==> src/design/trace_pkg.sv <==
//////////////////////////////
// shared widths, stage indices and slot payloads of the trace unit
// every design file refers to these by scoped name
//////////////////////////////

package trace_pkg;

    //////////////////////////////
    // widths and depths
    //////////////////////////////

    // trace id, one per accepted fetch, wraps at ID_DEPTH
    localparam int ID_W = 6;
    localparam int ID_DEPTH = 64;

    // free running cycle stamp, wraps
    localparam int STAMP_W = 16;

    // instruction word and the opcode field at its low end
    localparam int INSTR_W = 32;
    localparam int OPC_W = 7;

    // stall cycle count, saturates at all ones
    localparam int STALL_W = 8;

    // configuration port
    localparam int CFG_ADDR_W = 2;
    localparam int CFG_DATA_W = 16;

    // configuration register map
    localparam logic [CFG_ADDR_W-1:0] CFG_ADDR_ENABLE = 2'd0;
    localparam logic [CFG_ADDR_W-1:0] CFG_ADDR_MASK = 2'd1;
    localparam logic [CFG_ADDR_W-1:0] CFG_ADDR_VALUE = 2'd2;

    //////////////////////////////
    // pipeline stages
    //////////////////////////////

    // fetch, decode, execute, memory, write-back
    localparam int NUM_STAGES = 5;
    localparam int ST_F = 0;
    localparam int ST_D = ST_F + 1;
    localparam int ST_E = ST_F + 2;
    localparam int ST_M = ST_F + 3;
    localparam int ST_W = NUM_STAGES - 1;

    //////////////////////////////
    // slot payloads
    //////////////////////////////

    // written in the fetch accept cycle, 48 bits
    typedef struct packed {
        logic [INSTR_W-1:0] instr;
        logic [STAMP_W-1:0] fetch_stamp;
    } fetch_slot_t;

    // written on the decode to execute move, 40 bits
    typedef struct packed {
        logic [STAMP_W-1:0] decode_stamp;
        logic [STAMP_W-1:0] exec_stamp;
        logic [STALL_W-1:0] stall_cycles;
    } issue_slot_t;

endpackage

==> src/design/retire_reporter.sv <==
//////////////////////////////
// reads both slot stores at write-back and emits one trace record
// per retiring instruction that passes the enable and opcode filter
//////////////////////////////

`timescale 1ns/1ps

module retire_reporter (
    input  logic                            clk,
    input  logic                            rst,
    input  logic                            wb_valid,
    input  logic [trace_pkg::ID_W-1:0]      wb_id,
    input  logic [trace_pkg::STAMP_W-1:0]   wb_stamp,
    input  logic                            trace_enable,
    input  logic [trace_pkg::OPC_W-1:0]     opc_mask,
    input  logic [trace_pkg::OPC_W-1:0]     opc_value,
    output logic [trace_pkg::ID_W-1:0]      fetch_rd_id,
    output logic [trace_pkg::ID_W-1:0]      issue_rd_id,
    input  trace_pkg::fetch_slot_t          fetch_rd_data,
    input  trace_pkg::issue_slot_t          issue_rd_data,
    output logic                            rec_strobe,
    output logic [trace_pkg::ID_W-1:0]      rec_id,
    output logic [trace_pkg::INSTR_W-1:0]   rec_instr,
    output logic [trace_pkg::STAMP_W-1:0]   rec_fetch_stamp,
    output logic [trace_pkg::STAMP_W-1:0]   rec_decode_stamp,
    output logic [trace_pkg::STAMP_W-1:0]   rec_exec_stamp,
    output logic [trace_pkg::STALL_W-1:0]   rec_stall_cycles,
    output logic [trace_pkg::STAMP_W-1:0]   rec_retire_stamp
);

    // write-back view delayed to meet the store read data
    logic                           rpt_vld_q;
    logic [trace_pkg::ID_W-1:0]     rpt_id_q;
    logic [trace_pkg::STAMP_W-1:0]  rpt_stamp_q;

    // opcode filter result
    logic opc_match;

    // both stores are read with the write-back id
    assign fetch_rd_id = wb_id;
    assign issue_rd_id = wb_id;

    always_ff @(posedge clk) begin
        if (rst) begin
            rpt_vld_q <= 1'b0;
        end else begin
            rpt_vld_q <= wb_valid;
        end
    end

    always_ff @(posedge clk) begin
        rpt_id_q <= wb_id;
        rpt_stamp_q <= wb_stamp;
    end

    // a zero mask passes every opcode
    assign opc_match = ((fetch_rd_data.instr[trace_pkg::OPC_W-1:0] & opc_mask)
                        == (opc_value & opc_mask));

    //////////////////////////////
    // trace record
    //////////////////////////////

    // single cycle strobe, no back-pressure
    assign rec_strobe = rpt_vld_q && trace_enable && opc_match;

    assign rec_id = rpt_id_q;
    assign rec_instr = fetch_rd_data.instr;
    assign rec_fetch_stamp = fetch_rd_data.fetch_stamp;
    assign rec_decode_stamp = issue_rd_data.decode_stamp;
    assign rec_exec_stamp = issue_rd_data.exec_stamp;
    assign rec_stall_cycles = issue_rd_data.stall_cycles;
    // equals the strobe cycle
    assign rec_retire_stamp = rpt_stamp_q;

endmodule

==> config.mk <==
export PLATFORM = sky130hd
export DESIGN_NAME = retire_reporter
export DESIGN_NICKNAME = d
export VERILOG_FILES = /design/src/design/trace_pkg.sv /design/src/design/retire_reporter.sv
export SDC_FILE = /design/constraint.sdc
export NUM_CORES = 1
export LEC_CHECK = 0
export ABC_AREA = 0
export BUFFER_PORTS_ARGS = -buffer_cell sky130_fd_sc_hd__buf_2
export CAP_MARGIN = 5
export CORE_AREA = 2 2 97 99
export DETAILED_ROUTE_END_ITERATION = 12
export DIE_AREA = 0 0 99 101
export PLACE_DENSITY = 0.64
export SETUP_SLACK_MARGIN = 0.05
export SKIP_CTS_REPAIR_TIMING = 1
export SLEW_MARGIN = 20
export SYNTH_ARGS = -nofsm -noshare
export SYNTH_HDL_FRONTEND = slang
export SYNTH_SLANG_ARGS = --single-unit
export TNS_END_PERCENT = 20
==> constraint.sdc <==
create_clock -name clk -period 0.8 [get_ports clk]
set_input_delay 0.12 -clock clk [delete_from_list [all_inputs] [get_ports clk]]
set_output_delay 0.12 -clock clk [all_outputs]
set_load 0.05 [all_outputs]
* Word-level counts from Yosys, hierarchy flattened *
Index checks and enable logic that the tools add are counted.

operators by class
  equality and inequality tests = 1
  bitwise logic cells = 2
  reductions and logical operators = 2

operators by type and width
  operator             count
  $and A7 B7 Y7        2
  $eq A7 B7 Y1         1
  $logic_and A1 B1 Y1  2

storage, ports and cells
  register bits = 23
  bits of input ports = 128

* Logic depth before layout (Yosys ltp) *
Gate-level depths: netlist of run 1.

  depth after elaboration = 3
  mapped depth = 3
  depth with buffers taken out = 3

* Worst setup path before layout of run 1 *
OpenSTA, ideal clock, no wires.

  path type = input to output
  from = input port fetch_rd_data[20] (netlist name)
  to = output port rec_strobe
  arrival time = 0.926 ns
  required time = 0.680 ns
  setup slack = -0.246 ns
  stages = 3
  buffers on the path = 0
  cell sequence = xor2_1 -> a22oi_1 -> and4_1

between the ends
  longest elaborated chain between the ends = 3

RTL lines
  element              line                   source
  start, declared      retire_reporter.sv:19  input trace_pkg::fetch_slot_t fetch_rd_data,
  $and A7 B7 Y7        retire_reporter.sv:57  assign opc_match = ((fetch_rd_data.instr[trace_pkg::OPC_W-1:0] & opc_mask)
  $eq A7 B7 Y1         retire_reporter.sv:58  == (opc_value & opc_mask));
  $logic_and A1 B1 Y1  retire_reporter.sv:65  assign rec_strobe = rpt_vld_q && trace_enable && opc_match;
  end, declared        retire_reporter.sv:21  output logic rec_strobe,

No other way between the ends.

* Worst setup path after layout of run 1 *
  from = register rpt_vld_q
  to = output port rec_strobe

between the ends
  longest elaborated chain between the ends = 2

RTL lines
  element                           line                   source
  start, declared                   retire_reporter.sv:32  logic rpt_vld_q;
  start signal, assigned            retire_reporter.sv:47  rpt_vld_q <= wb_valid;
  $logic_and A1 B1 Y1 (2 in a row)  retire_reporter.sv:65

No other way between the ends.

==> results of run 1 <==
## power groups by stage
stage	Combinational (W)	Sequential, W	Clock [W]
finish	0.000864	0.00125	0.000732
CTS	0.000678	0.00122	0.000775
global placement	0.000673	0.00125	0
floorplan	0.00139	0.00146	0
detailed placement	0.000676	0.00125	0
global route	0.000905	0.00126	0.000810
## critical path: cells and delay by family, from the launching register on
family	cells	cell delay (ns)
DFF	1	0.32
and+or+nand+nor	2	0.29
buffers and inverters	1	0.14
AOI/OAI and AO/OA	1	0.12
## cells by family (layout without fill, tap and decap cells)
group | count (synthesis) | in the layout | share of synthesized area [%]
AOI/OAI and AO/OA | 4 | 4 | 2.09
DFF | 23 | 23 | 34.9
buffers and inverters | 100 | 114 | 56.9
xor gates and xnor gates | 7 | 7 | 4.65
and+or+nand+nor | 3 | 3 | 1.42
## registers in the layout, summed over array words and instances, names as in the netlist
signal	flops
rec_id	6
rec_retire_stamp	16
rpt_vld_q	1
## cell type report
class                      count  share of cell area, %
timing repair buffer         110                   52.2
sequential                    23                   29.6
tap                          111                   8.42
multi-input combinational     14                   6.90
clock buffer                   3                   2.50
clock inverter                 1                  0.455
## metal layers
layer	vias up	global-route usage, %	wire [µm]
li1	351	-	-
met1	343	3.34	738
met2	130	9.62	1670
met3	38	5.41	904
met4	0	6.43	298
met5	-	0	0
## synth_stat cells
| master | count |
|---|---|
| xor2_1 | 7 |
| buf_4 | 100 |
| and4_1 | 1 |
| nor2b_1 | 1 |
| a21oi_1 | 1 |
| nand2_1 | 1 |
| dfxtp_1 | 23 |
| a22oi_1 | 3 |
## metrics by stage
stage	utilization [%]	area (µm²)
2_1_floorplan	-	1320
3_3_place_gp	12.8	1150
3_5_place_dp	12.8	1150
4_1_cts	13.4	1200
5_1_grt	18.4	1650
6_report	18.4	1650
## how the worst max path moves through the flow
stage | end | startpoint | slack, ns | depth (start not counted)
final | rec_strobe | rpt_vld_q | -0.46 | 4
after detailed placement | rec_strobe | fetch_rd_data[22] | -0.38 | 5
after global placement | rec_strobe | opc_value[0] | -0.36 | 5
after floorplan | rec_strobe | rpt_vld_q | -0.08 | 3
after global routing | rec_strobe | rpt_vld_q | -0.51 | 4
after CTS | rec_strobe | rpt_vld_q | -0.62 | 4
==> out/summary.txt, run 1 <==
STATUS
------------------------------------------------------------------------------------------
Status                                                                        finished with violations
Violated checks                                                               negative setup slack

STA
------------------------------------------------------------------------------------------
Highest attainable clock frequency                                                 795 MHz
Accumulated negative setup slack                                                  -1.84 ns
Fin. max-slew vios                                                                       0
Worst max-slew margin expressed relative to the limit                                82.9%
Worst-margin pin slew                                                             0.258 ns
Final Cycle Share                                                                     157%
Crit path time final                                                               1.26 ns
Setup repair after global routing missed its margin                                    yes
Final worst setup slack                                                          -0.458 ns
Hold Vio Cnt, Final                                                                      0
Post-route worst hold slack                                                     0.00284 ns
Setup-violating endpoint count in the final report                                      23

ROUTE
------------------------------------------------------------------------------------------
Antenna-violating nets left                                                              0
Number of vias per cell after detailed routing                                        3.29
Detailed Routing Iterations Pass 1                                                       2
Post-route DRC                                                                           0
Total number of vias                                                                   862
Violation count after the first detailed-route iteration                                 2
Wire length after detailed routing                                                 3610 µm
Mean routed wirelength per cell                                                    13.8 µm

POWER
------------------------------------------------------------------------------------------
Combinational Power Share                                                            30.3%
Net Switching                                                                   0.000930 W
Internal power consumption                                                       0.00192 W
Total power density per cell area                                              1730 nW/µm²
Maximum ir drop on the vdd rail                                                    1.01 mV
Overall Power                                                                    0.00285 W
Switching fraction of total power                                                    32.7%
Proportion of power drawn by flip-flops and latches                                  44.0%
Leakage Power                                                                     0.770 nW
Clock network power share                                                            25.7%

MIN PATH
------------------------------------------------------------------------------------------
Hold Crit Class                                                               primary input to register
Beginning of the worst hold path                                                       rst
Worst hold endpoint                                                              rpt_vld_q
Hold Path Stages                                                                         2

CELLS AND AREA
------------------------------------------------------------------------------------------
Layout cells sized above 1                                                           76.8%
Area Overhead vs Synth                                                               25.1%
Filler Cells Inserted                                                                  970
Antenna diode instance count                                                             0
Area of combinational cells with multiple inputs                                   114 µm²
Final Net Count                                                                        280
Register area                                                                      488 µm²
Non-filler instance count after layout                                                 262
Leading cell types in the layout, fill and taps excluded                      buf_2, dlygate4sd3_1, dfxtp_2
Most common library cell in the layout ignoring fill and taps                        buf_2

PLACEMENT
------------------------------------------------------------------------------------------
# port buffers                                                                          88
Minimum setup slack after placement                                              -0.380 ns
Half-perimeter wire length after detailed placement                                2900 µm
Routability cong.                                                                    0.816
# placed instances                                                                     236

WORST SETUP PATH
------------------------------------------------------------------------------------------
Endpoint arrival time on the critical path                                         1.14 ns
Path type of the worst setup path                                             register to output port
Chain of cells forming the critical path                                      nand2_1, a21oi_2, and4_4, buf_8
Nature of the critical path startpoint                                            register
Slowest cell on crit path                                                          dfxtp_1
Worst setup EP type                                                            output port
Critical Path RT                                                                   0.68 ns
Largest fanout on the critical path                                                      1
Delay contributed by the slowest stage of the critical path                        0.32 ns

LOGIC SYNTHESIS
------------------------------------------------------------------------------------------
Area share of the largest cell type after synthesis                                  56.9%
Ys Warns                                                                                 0
Synthesized net count                                                                  265
Post-Synthesis Cell Area                                                          1320 µm²
Synth area leader                                                                    buf_4
Average instance area after synthesis                                             9.63 µm²
Number of unique standard cell types used by synthesis                                   8
Fraction of the yosys area taken by sequential cells                                 34.9%
Mapped Cells                                                                           137
#FFs+latches synth                                                                      23
Ranking of synthesized cells by area                                          buf_4, dfxtp_1, xor2_1

DIE
------------------------------------------------------------------------------------------
Placeable core region                                                             8980 µm²
DIE AREA                                                                         10000 µm²
Width of the chip                                                                    99 µm
Initial core utilization                                                             14.7%
# rows                                                                                  35
Die height                                                                          101 µm
# IOs                                                                                  251

CLOCKING
------------------------------------------------------------------------------------------
Clock edge transition at the registers on the reported setup and hold paths        0.08 ns
Number of clock buffers inserted by TritonCTS                                            3
Clk sink count                                                                          23
Buffer levels on the longest clock path                                                  2
Clock tree from TritonCTS                                                            built
Root buffer selected by CTS                                                       clkbuf_8
CTS H-tree depth                                                                         1

GLOBAL ROUTING
------------------------------------------------------------------------------------------
Vias in the first global route                                                         817
Number of antenna violations at the first check in global routing                        0
Congestion Overflow GR                                                                   0
Pin count of the biggest net entering global routing                                    15
GRT Overall Usage                                                                    5.85%
First-pass GRT wire length                                                         4380 µm

JOB
------------------------------------------------------------------------------------------
Reported max-cap violation count                                                         0

Note: power is estimated with default switching activity, not from simulation.
==> run 2, diff against run 1 <==
SKIP_CTS_REPAIR_TIMING = unset   (was 1)
==> out/summary.txt, run 2 (synthesis gave the netlist of run 1 again) <==
ROUTE
------------------------------------------------------------------------------------------
Violation count after the first detailed-route iteration                                 3
Detailed route wirelength on metal2                                                1700 µm
Post-route DRC                                                                           0
DRT met1 WL                                                                         724 µm
Antenna-violating nets left                                                              0
Detailed Routing Iterations Pass 1                                                       2
Length of routed met3 wiring                                                        902 µm
Highest metal layer with signal wires                                                 met4
Number of vias per cell after detailed routing                                        3.31
Wire length after detailed routing                                                 3620 µm
Mean routed wirelength per cell                                                    13.8 µm
Total number of vias                                                                   871

CLOCKING
------------------------------------------------------------------------------------------
Number of clock buffers inserted by TritonCTS                                            3
Total setup buffers inserted after CTS                                                   0
Clk sink count                                                                          23
Clock edge transition at the registers on the reported setup and hold paths        0.08 ns
Clock tree from TritonCTS                                                            built
CTS H-tree depth                                                                         1
Root buffer selected by CTS                                                       clkbuf_8
Buffer levels on the longest clock path                                                  2

WORST SETUP PATH
------------------------------------------------------------------------------------------
Endpoint arrival time on the critical path                                         1.13 ns
Slowest cell on crit path                                                          dfxtp_1
Worst setup EP type                                                            output port
Critical Path RT                                                                   0.68 ns
Buf/Inv on CP                                                                            1
Delay contributed by the slowest stage of the critical path                        0.32 ns
Path type of the worst setup path                                             register to output port
Chain of cells forming the critical path                                      nand2_1, a21oi_2, and4_4, buf_8
Largest fanout on the critical path                                                      1
Nature of the critical path startpoint                                            register
Top cell family by delay on the critical path                                   flip-flops

POWER
------------------------------------------------------------------------------------------
Net Switching                                                                   0.000944 W
Proportion of power drawn by flip-flops and latches                                  43.7%
Total power density per cell area                                              1710 nW/µm²
Clock network power share                                                            25.8%
Combinational Power Share                                                            30.5%
Internal power consumption                                                       0.00193 W
Overall Power                                                                    0.00287 W
Leakage Power                                                                     0.781 nW
Maximum ir drop on the vdd rail                                                    1.04 mV
Switching fraction of total power                                                    32.8%

DIE
------------------------------------------------------------------------------------------
Placeable core region                                                             8980 µm²
Initial core utilization                                                             14.7%
Width of the chip                                                                    99 µm
# IOs                                                                                  251
Die height                                                                          101 µm
DIE AREA                                                                         10000 µm²
# rows                                                                                  35

STA
------------------------------------------------------------------------------------------
Final Cycle Share                                                                     156%
Setup repair after global routing missed its margin                                    yes
Final worst setup slack                                                          -0.450 ns
Worst max-slew margin expressed relative to the limit                                82.9%
Accumulated negative setup slack                                                  -1.91 ns
Fin. max-slew vios                                                                       0
Hold Vio Cnt, Final                                                                      0
Setup-violating endpoint count in the final report                                      23
Worst-margin pin slew                                                             0.258 ns
Crit path time final                                                               1.25 ns
Highest attainable clock frequency                                                 800 MHz

STATUS
------------------------------------------------------------------------------------------
Status                                                                        finished with violations
Violated checks                                                               negative setup slack

GLOBAL ROUTING
------------------------------------------------------------------------------------------
GRT Overall Usage                                                                    6.60%
First-pass GRT wire length                                                         5060 µm
Pin count of the biggest net entering global routing                                    15
Number of antenna violations at the first check in global routing                        0
Congestion Overflow GR                                                                   0
Vias in the first global route                                                         976

CELLS AND AREA
------------------------------------------------------------------------------------------
Final core utilization                                                               18.7%
Max FFs per register                                                                    16
Leading cell types in the layout, fill and taps excluded                      buf_2, dlygate4sd3_1, dfxtp_2
Area Overhead vs Synth                                                               27.3%
Layout cells sized above 1                                                           76.3%
Antenna diode instance count                                                             0
Most common library cell in the layout ignoring fill and taps                        buf_2
Final Net Count                                                                        281

PLACEMENT
------------------------------------------------------------------------------------------
Routability cong.                                                                    0.816
# port buffers                                                                          88
Half-perimeter wire length after detailed placement                                2900 µm
Minimum setup slack after placement                                              -0.380 ns

MIN PATH
------------------------------------------------------------------------------------------
Hold Path Stages                                                                         2
Worst hold endpoint                                                              rpt_vld_q
Hold Crit Class                                                               primary input to register
Beginning of the worst hold path                                                  wb_valid

JOB
------------------------------------------------------------------------------------------
Reported max-cap violation count                                                         0

run 2: cell type report:
class                           count  area, µm²
Fill cell                         965       7300
Clock buffer                        3       41.3
Tap cell                          111        139
Sequential cell                    23        488
Multi-Input combinational cell     14        114
Timing Repair Buffer              111        890
Clock inverter                      1       7.51
run 2: metrics by stage:
step	cell area [µm²]	hold slack, ns	std cells
final	1680	0.0674	263
after global routing	1680	0.0856	263
after CTS	1660	0.0679	263
after detailed placement	1150	0.224	236
after global placement	1150	0.223	236
after floorplan	1320	0.148	137
run 2: how the worst max path moves through the flow:
stage                       endpoint  slack (ns)  cells past startpoint              start
after floorplan           rec_strobe       -0.08                      3          rpt_vld_q
after global placement    rec_strobe       -0.36                      5       opc_value[0]
after detailed placement  rec_strobe       -0.38                      5  fetch_rd_data[22]
after CTS                 rec_strobe       -0.47                      4          rpt_vld_q
after global routing      rec_strobe       -0.49                      4          rpt_vld_q
final                     rec_strobe       -0.45                      4          rpt_vld_q
run 2: power groups by stage:
stage / clock (W) / combinational (W) / sequential, W
after floorplan: 0 / 0.00139 / 0.00146
after global placement: 0 / 0.000673 / 0.00125
after detailed placement: 0 / 0.000676 / 0.00125
after CTS: 0.000775 / 0.000870 / 0.00125
after global routing: 0.000811 / 0.000920 / 0.00126
final: 0.000741 / 0.000877 / 0.00126
run 2: layer usage:
| metal | track usage [%] | vias up |
|---|---|---|
| li1 | - | 352 |
| met1 | 3.84 | 351 |
| met2 | 11.1 | 130 |
| met3 | 6.24 | 38 |
| met4 | 6.43 | 0 |
| met5 | 0 | - |
run 2: timing repair:
item / in CTS / in global routing
hold buffers: 23 / 0
setup endpoints to repair: 23 / 23
hold endpoints to repair: 23 / 0
pin swaps: 1 / 0
resized for setup: 83 / 6
==> run 3, diff against run 2 <==
GPL_TIMING_DRIVEN = 0   (was unset)
SKIP_LAST_GASP = 1   (was unset)
==> out/summary.txt, run 3 (synthesis gave the netlist of run 1 again) <==
GLOBAL ROUTING
------------------------------------------------------------------------------------------
Pin count of the biggest net entering global routing                                    14
Congestion Overflow GR                                                                   0
Vias in the first global route                                                        1367
Number of antenna violations at the first check in global routing                        0
GRT Overall Usage                                                                    7.37%
First-pass GRT wire length                                                         5970 µm

WORST SETUP PATH
------------------------------------------------------------------------------------------
Worst setup EP type                                                            output port
Endpoint arrival time on the critical path                                         1.12 ns
Top cell family by delay on the critical path                                   flip-flops
Path type of the worst setup path                                             register to output port
Chain of cells forming the critical path                                      nand2_2, a21oi_2, and4_4, buf_8
Slowest cell on crit path                                                          dfxtp_2
Nature of the critical path startpoint                                            register
Buf/Inv on CP                                                                            1
Delay contributed by the slowest stage of the critical path                        0.33 ns
Critical Path RT                                                                   0.68 ns
Largest fanout on the critical path                                                      1

CELLS AND AREA
------------------------------------------------------------------------------------------
Max FFs per register                                                                    16
Final non-filler cell area                                                        2670 µm²
Leading cell types in the layout, fill and taps excluded                      buf_2, buf_4, dlygate4sd3_1
Most common library cell in the layout ignoring fill and taps                        buf_2
Antenna diode instance count                                                             0
Final Net Count                                                                        462
Area Overhead vs Synth                                                                102%
Non-filler instance count after layout                                                 444
Layout cells sized above 1                                                           85.0%

DIE
------------------------------------------------------------------------------------------
# rows                                                                                  35
Placeable core region                                                             8980 µm²
Width of the chip                                                                    99 µm
DIE AREA                                                                         10000 µm²
# IOs                                                                                  251
Initial core utilization                                                             14.7%
Die height                                                                          101 µm

PLACEMENT
------------------------------------------------------------------------------------------
# port buffers                                                                         169
Routability cong.                                                                    0.795
Post-place instance area                                                          2310 µm²
Half-perimeter wire length after detailed placement                                3980 µm
# placed instances                                                                     417
Minimum setup slack after placement                                              -0.390 ns

STA
------------------------------------------------------------------------------------------
Final Cycle Share                                                                     154%
Final worst setup slack                                                          -0.436 ns
Fin. max-slew vios                                                                       0
Worst-margin pin slew                                                             0.266 ns
Crit path time final                                                               1.24 ns
Worst max-slew margin expressed relative to the limit                                82.4%
Setup-violating endpoint count in the final report                                      23
Hold Vio Cnt, Final                                                                      0
Highest attainable clock frequency                                                 809 MHz
Setup repair after global routing missed its margin                                    yes

CLOCKING
------------------------------------------------------------------------------------------
Buffer levels on the longest clock path                                                  2
Root buffer selected by CTS                                                       clkbuf_8
Clk sink count                                                                          23
Clock tree from TritonCTS                                                            built
Number of clock buffers inserted by TritonCTS                                            3
Clock edge transition at the registers on the reported setup and hold paths        0.08 ns
CTS H-tree depth                                                                         1

ROUTE
------------------------------------------------------------------------------------------
Post-route DRC                                                                           0
Total number of vias                                                                  1479
Detailed Routing Iterations Pass 1                                                       3
Violation count after the first detailed-route iteration                                10
Antenna-violating nets left                                                              0
Mean routed wirelength per cell                                                    10.4 µm
Number of vias per cell after detailed routing                                        3.33
Wire length after detailed routing                                                 4630 µm

STATUS
------------------------------------------------------------------------------------------
Status                                                                        finished with violations
Violated checks                                                               negative setup slack

POWER
------------------------------------------------------------------------------------------
Total power density per cell area                                              1530 nW/µm²
Maximum ir drop on the vdd rail                                                    1.12 mV
Leakage Power                                                                      1.53 nW

JOB
------------------------------------------------------------------------------------------
Reported max-cap violation count                                                         0

MIN PATH
------------------------------------------------------------------------------------------
Hold Crit Class                                                               primary input to register

run 3: changes by cell type in the layout (fill, tap and decap cells not counted), moves of 3 or more:
cell	before	now
buf_4	0	100
buf_2	65	162
dfxtp_2	22	7
buf_8	20	7
dfxtp_1	1	16
buf_6	3	0
run 3: where the power goes:
group	internal [W]	leakage (nW)	total (W)	switching, W
Clock	0.000347	0.0255	0.000703	0.000356
Sequential	0.00121	0.194	0.00123	0.0000212
Combinational	0.000727	1.31	0.00214	0.00141
run 3: metrics by stage:
stage                     utilization (%)  TNS [ns]  hold WS, ns  total power (W)
after floorplan                         -   -0.0811        0.148          0.00285
after global placement               25.7    -0.371        0.224          0.00326
after detailed placement             25.7    -0.390        0.224          0.00327
after CTS                            29.2     -3.72      0.00413          0.00410
after global routing                 29.7     -3.95       0.0899          0.00425
final                                29.7     -3.13       0.0729          0.00407
run 3: final cells by class:
type | instances | area, µm²
Buffer | 100 | 751
Clock buffer | 3 | 41.3
Clock inverter | 1 | 5.00
Fill cell | 943 | 6310
Multi-Input combinational cell | 14 | 116
Sequential cell | 23 | 469
Tap cell | 111 | 139
Timing Repair Buffer | 192 | 1150
run 3: final timing paths:
path | from | end | slack [ns] | cells past startpoint
worst max-delay path | rpt_vld_q | rec_strobe | -0.44 | 4
worst min-delay path | wb_valid | rpt_vld_q | 0.07 | 2
run 3: per-layer routing:
| metal | global-route usage, % | vias up | wire [µm] |
|---|---|---|---|
| met3 | 3.12 | 0 | 789 |
| met5 | 0 | - | 0 |
| li1 | - | 712 | - |
| met4 | 0.948 | 0 | 0 |
| met2 | 15.9 | 146 | 2620 |
| met1 | 6.26 | 621 | 1220 |
run 3: what timing repair did:
item	in CTS	in global routing
gates resized for setup	16	17
setup endpoints to repair	23	23
pin swaps	0	0
hold buffers	22	1
buffers inserted	0	0
hold endpoints to repair	22	1
